<file path="config.mk">
export PLATFORM = sky130hd
export DESIGN_NAME = io_top
export DESIGN_NICKNAME = d
export VERILOG_FILES = /design/src/verilog/io_pkg.sv /design/src/verilog/uart_if.sv /design/src/verilog/io_regs.sv /design/src/verilog/io_top.sv /design/src/verilog/uart_rx.sv /design/src/verilog/uart_tx.sv
export SDC_FILE = /design/constraint.sdc
export NUM_CORES = 1
export LEC_CHECK = 0
export BUFFER_PORTS_ARGS = -buffer_cell sky130_fd_sc_hd__buf_2
export CORE_MARGIN = 8
export CORE_UTILIZATION = 40
export CTS_BUF_LIST = sky130_fd_sc_hd__clkbuf_8
export DETAILED_ROUTE_END_ITERATION = 8
export GPL_TIMING_DRIVEN = 0
export PLACE_DENSITY_LB_ADDON = 0.15
export SETUP_SLACK_MARGIN = 0.02
export SLEW_MARGIN = 10
export SYNTH_ARGS = -nofsm -noshare
export SYNTH_HDL_FRONTEND = slang
export SYNTH_SLANG_ARGS = --single-unit
</file>
<file path="constraint.sdc">
create_clock -name clk -period 3.8 [get_ports clk]
set_input_delay 0.95 -clock clk [delete_from_list [all_inputs] [get_ports clk]]
set_output_delay 0.95 -clock clk [all_outputs]
set_load 0.01 [all_outputs]
</file>
<file path="src/verilog/io_pkg.sv">
package io_pkg;

    // serial timing
    localparam int clock_freq   = 125_000_000;
    localparam int baud_rate    = 115_200;
    localparam int clks_per_bit = clock_freq / baud_rate;

    localparam int baud_cnt_w = $clog2(clks_per_bit);

    // last count of a full bit period and of half a bit period
    localparam logic [baud_cnt_w-1:0] bit_last  = baud_cnt_w'(clks_per_bit - 1);
    localparam logic [baud_cnt_w-1:0] half_last = baud_cnt_w'(clks_per_bit / 2 - 1);

    // receiver states
    localparam logic [1:0] rx_idle  = 2'd0;
    localparam logic [1:0] rx_start = 2'd1;
    localparam logic [1:0] rx_data  = 2'd2;
    localparam logic [1:0] rx_stop  = 2'd3;

    // memory-mapped I/O addresses
    localparam logic [31:0] addr_uart_ctrl   = 32'h8000_0000; // bit 0 tx_ready, bit 1 can_read
    localparam logic [31:0] addr_uart_rdata  = 32'h8000_0004;
    localparam logic [31:0] addr_uart_tdata  = 32'h8000_0008;
    localparam logic [31:0] addr_cycle_cnt   = 32'h8000_0010;
    localparam logic [31:0] addr_inst_cnt    = 32'h8000_0014;
    localparam logic [31:0] addr_rst_cnt     = 32'h8000_0018; // write clears every counter
    localparam logic [31:0] addr_br_inst_cnt = 32'h8000_001C;
    localparam logic [31:0] addr_br_suc_cnt  = 32'h8000_0020;

endpackage

</file>
<file path="src/verilog/uart_if.sv">
`timescale 1ns/1ps

interface uart_if;

    // transmit stream, register block to serializer
    logic [7:0] tx_data;
    logic       tx_valid;
    logic       tx_ready;

    // receive stream, deserializer to register block
    logic [7:0] rx_data;
    logic       rx_valid;
    logic       rx_ready;

    modport regs (
        output tx_data,
        output tx_valid,
        input  tx_ready,
        input  rx_data,
        input  rx_valid,
        output rx_ready
    );

    modport tx (
        input  tx_data,
        input  tx_valid,
        output tx_ready
    );

    modport rx (
        output rx_data,
        output rx_valid,
        input  rx_ready
    );

endinterface

</file>
<file path="src/verilog/io_regs.sv">
`timescale 1ns/1ps

module io_regs import io_pkg::*; (
    input  logic        clk,
    input  logic        rst,
    input  logic [31:0] addr,
    input  logic [31:0] din,
    input  logic        io_en,
    input  logic        inst_ret,
    input  logic        br_inst,
    input  logic        br_suc,
    uart_if.regs        uart,
    output logic [31:0] dout
);

    logic [7:0]  rx_buf;
    logic        can_read;
    logic [31:0] cycle_cnt;
    logic [31:0] inst_cnt;
    logic [31:0] br_inst_cnt;
    logic [31:0] br_suc_cnt;

    logic [31:0] next_dout;
    logic [7:0]  next_tx_data;
    logic        next_tx_valid;
    logic        next_rx_ready;
    logic [7:0]  next_rx_buf;
    logic        next_can_read;
    logic [31:0] next_cycle_cnt;
    logic [31:0] next_inst_cnt;
    logic [31:0] next_br_inst_cnt;
    logic [31:0] next_br_suc_cnt;

    always_comb begin
        next_dout        = 32'd0;
        next_tx_data     = uart.tx_data;
        next_tx_valid    = uart.tx_valid;
        next_rx_ready    = uart.rx_ready;
        next_rx_buf      = rx_buf;
        next_can_read    = can_read;
        next_cycle_cnt   = cycle_cnt + 32'd1;
        next_inst_cnt    = inst_ret ? inst_cnt + 32'd1 : inst_cnt;
        next_br_inst_cnt = br_inst ? br_inst_cnt + 32'd1 : br_inst_cnt;
        next_br_suc_cnt  = br_suc ? br_suc_cnt + 32'd1 : br_suc_cnt;

        if (uart.tx_valid && uart.tx_ready) begin
            next_tx_valid = 1'b0;
        end

        if (io_en) begin
            case (addr)
                addr_uart_ctrl:   next_dout = {30'd0, can_read, uart.tx_ready};
                addr_uart_rdata: begin
                    next_dout     = {24'd0, rx_buf};
                    next_can_read = 1'b0;
                    next_rx_ready = 1'b1;
                end
                addr_uart_tdata: begin
                    next_tx_data  = din[7:0]; // overwrites a byte not yet taken
                    next_tx_valid = 1'b1;
                end
                addr_cycle_cnt:   next_dout = cycle_cnt;
                addr_inst_cnt:    next_dout = inst_cnt;
                addr_rst_cnt: begin
                    next_cycle_cnt   = 32'd0;
                    next_inst_cnt    = 32'd0;
                    next_br_inst_cnt = 32'd0;
                    next_br_suc_cnt  = 32'd0;
                end
                addr_br_inst_cnt: next_dout = br_inst_cnt;
                addr_br_suc_cnt:  next_dout = br_suc_cnt;
                default:          next_dout = 32'd0;
            endcase
        end

        // capture looks at the buffer state before this edge's read
        if (uart.rx_valid && !can_read) begin
            next_rx_buf   = uart.rx_data;
            next_can_read = 1'b1;
            next_rx_ready = 1'b0;
        end
    end

    always_ff @(posedge clk) begin
        if (rst) begin
            dout          <= 32'd0;
            uart.tx_valid <= 1'b0;
            uart.rx_ready <= 1'b1;
            can_read      <= 1'b0;
            cycle_cnt     <= 32'd0;
            inst_cnt      <= 32'd0;
            br_inst_cnt   <= 32'd0;
            br_suc_cnt    <= 32'd0;
        end else begin
            dout          <= next_dout;
            uart.tx_valid <= next_tx_valid;
            uart.rx_ready <= next_rx_ready;
            can_read      <= next_can_read;
            cycle_cnt     <= next_cycle_cnt;
            inst_cnt      <= next_inst_cnt;
            br_inst_cnt   <= next_br_inst_cnt;
            br_suc_cnt    <= next_br_suc_cnt;
        end
    end

    always_ff @(posedge clk) begin
        uart.tx_data <= next_tx_data;
        rx_buf       <= next_rx_buf;
    end

endmodule

</file>
<file path="src/verilog/io_top.sv">
`timescale 1ns/1ps

module io_top (
    input  logic        clk,
    input  logic        rst,
    input  logic [31:0] addr,
    input  logic [31:0] din,
    input  logic        io_en,
    input  logic        inst_ret,
    input  logic        br_inst,
    input  logic        br_suc,
    input  logic        serial_in,
    output logic        serial_out,
    output logic [31:0] dout
);

    // byte streams between the register block and the serial engines
    uart_if uart_i ();

    io_regs io_regs_i (
        .clk      (clk),
        .rst      (rst),
        .addr     (addr),
        .din      (din),
        .io_en    (io_en),
        .inst_ret (inst_ret),
        .br_inst  (br_inst),
        .br_suc   (br_suc),
        .uart     (uart_i.regs),
        .dout     (dout)
    );

    uart_tx uart_tx_i (
        .clk        (clk),
        .rst        (rst),
        .uart       (uart_i.tx),
        .serial_out (serial_out)
    );

    uart_rx uart_rx_i (
        .clk       (clk),
        .rst       (rst),
        .serial_in (serial_in),
        .uart      (uart_i.rx)
    );

endmodule

</file>
<file path="src/verilog/uart_rx.sv">
`timescale 1ns/1ps

module uart_rx import io_pkg::*; (
    input  logic clk,
    input  logic rst,
    input  logic serial_in,
    uart_if.rx   uart
);

    logic                  rx_meta;
    logic                  rx_s;
    logic                  rx_prev;
    logic [1:0]            state;
    logic [baud_cnt_w-1:0] clk_cnt;
    logic [2:0]            bit_idx;
    logic [7:0]            data_sr;

    // two-stage synchronizer plus one stage for edge detection
    always_ff @(posedge clk) begin
        if (rst) begin
            rx_meta <= 1'b1;
            rx_s    <= 1'b1;
            rx_prev <= 1'b1;
        end else begin
            rx_meta <= serial_in;
            rx_s    <= rx_meta;
            rx_prev <= rx_s;
        end
    end

    always_ff @(posedge clk) begin
        if (rst) begin
            state         <= rx_idle;
            clk_cnt       <= '0;
            bit_idx       <= '0;
            uart.rx_valid <= 1'b0;
        end else begin
            if (uart.rx_valid && uart.rx_ready) begin
                uart.rx_valid <= 1'b0;
            end

            case (state)
                rx_idle: begin
                    if (rx_prev && !rx_s) begin
                        state   <= rx_start;
                        clk_cnt <= '0;
                    end
                end
                rx_start: begin
                    if (clk_cnt == half_last) begin
                        clk_cnt <= '0;
                        bit_idx <= '0;
                        state   <= rx_s ? rx_idle : rx_data; // a glitch shorter than half a bit is ignored
                    end else begin
                        clk_cnt <= clk_cnt + 1'b1;
                    end
                end
                rx_data: begin
                    if (clk_cnt == bit_last) begin
                        clk_cnt <= '0;
                        bit_idx <= bit_idx + 3'd1;
                        if (bit_idx == 3'd7) begin
                            state <= rx_stop;
                        end
                    end else begin
                        clk_cnt <= clk_cnt + 1'b1;
                    end
                end
                default: begin
                    if (clk_cnt == bit_last) begin
                        clk_cnt <= '0;
                        state   <= rx_idle;

                        // the byte is lost if the previous one is still waiting
                        if (rx_s && !uart.rx_valid) begin
                            uart.rx_valid <= 1'b1;
                        end
                    end else begin
                        clk_cnt <= clk_cnt + 1'b1;
                    end
                end
            endcase
        end
    end

    // data bits arrive lsb first
    always_ff @(posedge clk) begin
        if (state == rx_data && clk_cnt == bit_last) begin
            data_sr <= {rx_s, data_sr[7:1]};
        end
        if (state == rx_stop && clk_cnt == bit_last && rx_s && !uart.rx_valid) begin
            uart.rx_data <= data_sr;
        end
    end

endmodule

</file>
<file path="src/verilog/uart_tx.sv">
`timescale 1ns/1ps

module uart_tx import io_pkg::*; (
    input  logic clk,
    input  logic rst,
    uart_if.tx   uart,
    output logic serial_out
);

    logic [baud_cnt_w-1:0] clk_cnt;
    logic [3:0]            bit_idx;
    logic [9:0]            shift_q;
    logic                  busy;

    assign uart.tx_ready = !busy;

    // the shifter fills with ones behind the frame, so the line idles high
    assign serial_out = shift_q[0];

    always_ff @(posedge clk) begin
        if (rst) begin
            busy    <= 1'b0;
            clk_cnt <= '0;
            bit_idx <= '0;
            shift_q <= '1;
        end else if (!busy) begin
            if (uart.tx_valid) begin // ready is high while idle, so this is the handshake
                shift_q <= {1'b1, uart.tx_data, 1'b0};
                busy    <= 1'b1;
                clk_cnt <= '0;
                bit_idx <= '0;
            end
        end else if (clk_cnt == bit_last) begin
            clk_cnt <= '0;
            shift_q <= {1'b1, shift_q[9:1]};

            // bit 9 is the stop bit
            if (bit_idx == 4'd9) begin
                busy <= 1'b0;
            end else begin
                bit_idx <= bit_idx + 4'd1;
            end
        end else begin
            clk_cnt <= clk_cnt + 1'b1;
        end
    end

endmodule
</file>
Word-level counts from Yosys, hierarchy flattened:

Cells that the tools add are included.

* eq/ne operators: 22
* mux-type cells: 53
* reductions and logical operators: 27
* bitwise operators: 1
* add/sub/neg operators: 8

Operator list (number)
* 32-bit two-way mux: 11
* 32-bit == test, second input constant: 8
* 32-bit case mux with 6 select lines: 1
* 32-bit by 1-bit adder with 32-bit output, second input constant: 4
* 11-bit two-way mux: 6
* 10-bit two-way mux: 3
* 11-bit by 1-bit adder with 11-bit output, second input constant: 2
* 11-bit == test, second input constant: 2
* 11-bit case mux with 2 select lines: 1
* 1-bit two-way mux: 17
* 4-bit two-way mux: 4
* 2-bit two-way mux: 6
* 11-bit by 10-bit == test with 1-bit output, second input constant: 1
* 1-bit logical AND: 9
* 2-bit by 1-bit != test with 1-bit output, second input constant: 4
* 2-bit nonzero test: 4
* 3-bit two-way mux: 2
* 2-bit case mux with 3 select lines: 1
* 3-bit case mux with 2 select lines: 1
* 2-bit AND reduction: 3
* 3-bit AND reduction: 2
* 5-bit AND reduction: 1
* 4-bit by 1-bit adder with 4-bit output, second input constant: 1
* 2-bit == test, second input constant: 2
* 11 further kinds: 15

* bits of input ports: 71
* logic and storage cells: 134
* flip-flop bits (word level): 241

Longest topological paths before layout:

* word-level depth: 5
* mapped depth: 8
* depth with buffers taken out: 7

Cells and area by module:

From an unflattened synthesis, not the netlist that was laid out.

* cells, all modules: 1150
* area total of the unflattened synthesis: 10921.7 µm²

By module, submodules not included
* io_regs: area an instance 8055.2 µm², cells an instance 860, instances 1
* uart_rx: area an instance 1559.0 µm², cells an instance 138, instances 1
* uart_tx: area an instance 1307.5 µm², cells an instance 152, instances 1

Worst setup path after synthesis:

OpenSTA, ideal clock, no wires.

* path type: register to register
* start: register uart_rx_i.clk_cnt[6]
* end: register uart_rx_i.uart.rx_data[0] (enable)
* cell stages (with the launch flop): 4
* data arrival time: 2.238 ns
* library setup time: 0.398 ns
* path slack: 1.164 ns
* period minus slack after synthesis: 2.636 ns
* buffers on the path: 0
* cell sequence: dfxtp_1 > or4b_4 > or3_1 > nor4_1

* word-level cells in the longest chain between the ends: 4

RTL lines
* start, declared: RTL line uart_rx.sv:14 `logic [baud_cnt_w-1:0] clk_cnt;`
* start signal, assigned: RTL line uart_rx.sv:55 `clk_cnt <= clk_cnt + 1'b1;`
* start signal, assigned: RTL line uart_rx.sv:66 `clk_cnt <= clk_cnt + 1'b1;`
* start signal, assigned: RTL line uart_rx.sv:79 `clk_cnt <= clk_cnt + 1'b1;`
* 11-bit == test: RTL line uart_rx.sv:91 `if (state == rx_stop && clk_cnt == bit_last && rx_s && !uart.rx_valid) begin`
* 1-bit logical AND (3 in a row): RTL line uart_rx.sv:91
* end signal, assigned: RTL line uart_rx.sv:92 `uart.rx_data <= data_sr;`
* end, declared: RTL line uart_if.sv:31 `output rx_data,`

Every way passes these cells.
A chain may end at the register's enable or synchronous reset.

Final worst setup path:

* start: input port addr[11]
* end: register io_regs_i.dout[10]

* word-level cells in the longest chain between the ends: 2
* elaborated cells on any way between the ends: 7
* classes of those cells: 6 x eq/ne; 1 x mux

RTL lines
* start, declared: RTL line io_top.sv:6 `input logic [31:0] addr,`
* 32-bit == test: RTL line io_regs.sv:51 `case (addr)`
* 32-bit case mux with 6 select lines (*): RTL line io_regs.sv:51
* end signal, assigned: RTL line io_regs.sv:95 `dout <= next_dout;`
* end, declared: RTL line io_regs.sv:13 `output logic [31:0] dout`

Every way passes the cells marked *; elsewhere a longest branch is shown, timed or not.

==> impl_metrics.ini <==
[logic_synthesis]
synth_commonest_cells = nor2_1 (238), dfxtp_1 (208), xor2_1 (74)
ys_seq_elements = 240
synthArstFlopShare_pct = 0
syn_inst = 1157
yosys.area.top_type = dfxtp_1
yosysMostFrequentCell = nor2_1
yosysTopAreaCellShare_pct = 39.2
ys_seq_area_share_pct = 48.3
synthFlopType = dfxtp_1
synth_cell_types = 58
synthTopCellsByArea = dfxtp_1 (39%), edfxtp_1 (9.1%), nor2_1 (8.4%)
yosysWarnings = 0
synth_fp_nets = 1241
synth-edff-count = 32
mappedNetlistArea_um2 = 10600
syn_area_per_cell_um2 = 9.17

[timing]
setup_tns_ns = 0
final-max-slew-violation-count = 0
worstMarginPinSlew_ns = 1.05
hold_ws_ns = 0.417
period_share_pct = 71.8
fmax_mhz = 367
fin_crit_ns = 2.73
slew_headroom_pct = 29.3
skew_ns = 0.0112
finalHoldViolCount = 0
rsz0062_at_grt = false
finalSetupViolations = 0

[clock_tree]
cts_max_level = 2
clk_path_buf_depth = 3
postCtsResizedCells = 0
numCtsBuffers = 41
ctsHoldBuffers = 0
clk_pin_slew_ns = 0.06
clockRootBuffer = clkbuf_8
cts_sinks = 240
cts_setup_buffers = 0
insertion_delay_ns = 0.55
cts_tree = done

[critical_path]
cp_cell_sequence = buf_2, nor4_1, nand4_1, nor3_1, nand4b_1, clkbuf_1, nor2_1
cp_slowest_stage_delay_ns = 0.55
crit_arrival_ns = 3.17
crit_fanout = 10
critical_path.endpoint_type = flip-flop
cp.required_ns = 4.24
crit_path_top_delay_cell = nor3_1
reg2reg_depth = 7
r2r_slack_ns = 1.45
startpoint_type = input pin
path_class = input pin to flip-flop

[die]
rows = 59
die_h_um = 179
start_util_pct = 40.7
pin_count = 104
die_w_um = 179
die_area_um2 = 32000
core-area_um2 = 26100

[pwr]
peakVddDrop_v = 0.000295
p_total_uw = 5250
cellPowerDensity_nw_per_um2 = 425
p_leak_uw = 0.00434

[final_layout]
nets = 1363
syn_to_final_growth_pct = 16.2
drive_above_1_share_pct = 13.8
nFillCells = 2567
finish.utilization_pct = 47.3

[detailed_routing]
route.met2.wl_um = 11600
wl_per_cell_um = 15.7
ant_nets = 0
top_layer_used = met5
vias_per_cell = 5.22
wl_um = 25900
drt_iter0_markers = 496
wl_met3_um = 1460
vias = 8600
drc = 0
drt_pass1_iterations = 5
wirelength_met1_um = 12200

[grt]
antenna_found_initial = 5
grt_pass1_vias = 8351
grt_start_max_net_pins = 11
grt_pass1_wl_um = 42000
grtUsageTotal_pct = 16.2
grt-ovfl-total = 0

[placement]
gp_congestion = 0.854
port_buffers = 78
dp_hpwl_um = 18800

[worst_hold_path]
min_path_type = flip-flop to flip-flop
whs_path_depth = 0

[status]
status = complete, no violations

[run]
drv_cap = 0
==> cell families after synthesis <==
kind of cell | after synthesis | share of synthesized area, %
xor gates and xnor gates | 133 | 11.0
adders and majority gates | 13 | 1.53
DFF | 240 | 48.3
AOI/OAI and AO/OA | 130 | 9.26
muxes | 20 | 1.89
and+or+nand+nor | 540 | 24.8
buffers and inverters | 81 | 3.28
==> layer usage <==
| layer | up-vias | GRT usage (%) |
|---|---|---|
| met2 | 198 | 25.8 |
| li1 | 4348 | - |
| met5 | - | 0 |
| met1 | 3991 | 21.2 |
| met4 | 8 | 5.72 |
| met3 | 55 | 3.83 |
==> registers in the layout, summed over array words and instances (netlist names), 2 cells and up <==
register,flops
io_regs_i.br_inst_cnt,32
io_regs_i.br_suc_cnt,32
io_regs_i.cycle_cnt,32
io_regs_i.dout,32
io_regs_i.inst_cnt,32
io_regs_i.rx_buf,8
io_regs_i.uart.tx_data,8
uart_rx_i.bit_idx,3
uart_rx_i.clk_cnt,11
uart_rx_i.data_sr,8
uart_rx_i.state,2
uart_rx_i.uart.rx_data,8
uart_tx_i.bit_idx,4
uart_tx_i.clk_cnt,11
uart_tx_i.shift_q,9
==> where the power goes <==
part	internal [uW]	leakage (uW)	switching, uW	total (uW)
Sequential	2580	0.00196	15.8	2590
Combinational	54.2	0.00187	91.1	145
Clock	1450	0.000505	1050	2510
Total	4090	0.00434	1160	5250
==> worst max-delay path: cells and delay by family <==
family	cells	cell delay, ns
buffers and inverters	2	0.46
and+or+nand+nor	5	1.75
==> path summary, 6_finish.rpt <==
| kind | to | startpoint |
|---|---|---|
| worst max-delay path | io_regs_i.dout[10] | addr[11] |
| worst min-delay path | io_regs_i.rx_buf[0] | uart_rx_i.uart.rx_data[0] |
| worst max register to register | uart_tx_i.shift_q[0] | uart_tx_i.clk_cnt[0] |
| worst min register to register | io_regs_i.rx_buf[0] | uart_rx_i.uart.rx_data[0] |
==> cell usage in the layout, fill, tap and decap left out, types with 3 or more instances in the layout <==
| cell type | netlist | layout |
|---|---|---|
| nor2_1 | 238 | 238 |
| dfxtp_1 | 208 | 208 |
| buf_2 | 17 | 95 |
| xor2_1 | 74 | 74 |
| nand2_1 | 67 | 67 |
| xnor2_1 | 59 | 59 |
| nand3_1 | 56 | 56 |
| clkbuf_8 | 1 | 54 |
| nand4_1 | 43 | 43 |
| a22oi_1 | 39 | 39 |
| inv_1 | 23 | 35 |
| clkbuf_1 | 35 | 35 |
| edfxtp_1 | 32 | 32 |
| nor3_1 | 31 | 31 |
| and3_1 | 24 | 24 |
| a221oi_1 | 24 | 24 |
| nor4_1 | 24 | 23 |
| mux2i_1 | 20 | 20 |
| a21oi_1 | 19 | 19 |
| ha_1 | 13 | 13 |
| and4_1 | 12 | 12 |
| or2_2 | 9 | 9 |
| o22ai_1 | 8 | 8 |
| a311oi_1 | 8 | 8 |
| a211o_1 | 7 | 7 |
| nor2b_1 | 6 | 6 |
| o21ai_0 | 6 | 6 |
| and2_1 | 6 | 6 |
| or3_1 | 5 | 5 |
| clkinv_2 | 0 | 4 |
| nor4b_1 | 3 | 3 |
| nand4b_1 | 3 | 3 |
| nor4_2 | 2 | 3 |
| o21bai_1 | 3 | 3 |
| a31oi_1 | 3 | 3 |
| bufinv_16 | 0 | 3 |
==> stage by stage <==
| step | instance area, um2 | cells | setup slack [ns] |
|---|---|---|---|
| 3_5_place_dp | 11400 | 1571 | 0.541 |
| 6_report | 12300 | 1646 | 1.07 |
| 3_3_place_gp | 11400 | 1570 | 0.496 |
| 5_1_grt | 12300 | 1646 | 0.843 |
| 4_1_cts | 12300 | 1645 | 1.12 |
| 2_1_floorplan | 10600 | 1157 | 1.16 |
==> layout make-up <==
cell class / count / area, um2 / area share (%)
Multi-Input combinational cell: 836 / 5140 / 41.7
Sequential cell: 240 / 5120 / 41.6
Clock buffer: 53 / 729 / 5.92
Tap cell: 335 / 419 / 3.40
Timing Repair Buffer: 79 / 398 / 3.23
Buffer: 58 / 262 / 2.12
Clock inverter: 21 / 166 / 1.35
Inverter: 23 / 86.3 / 0.700
Antenna cell: 1 / 2.50 / 0.0203
(Power assumes the default switching activity.)
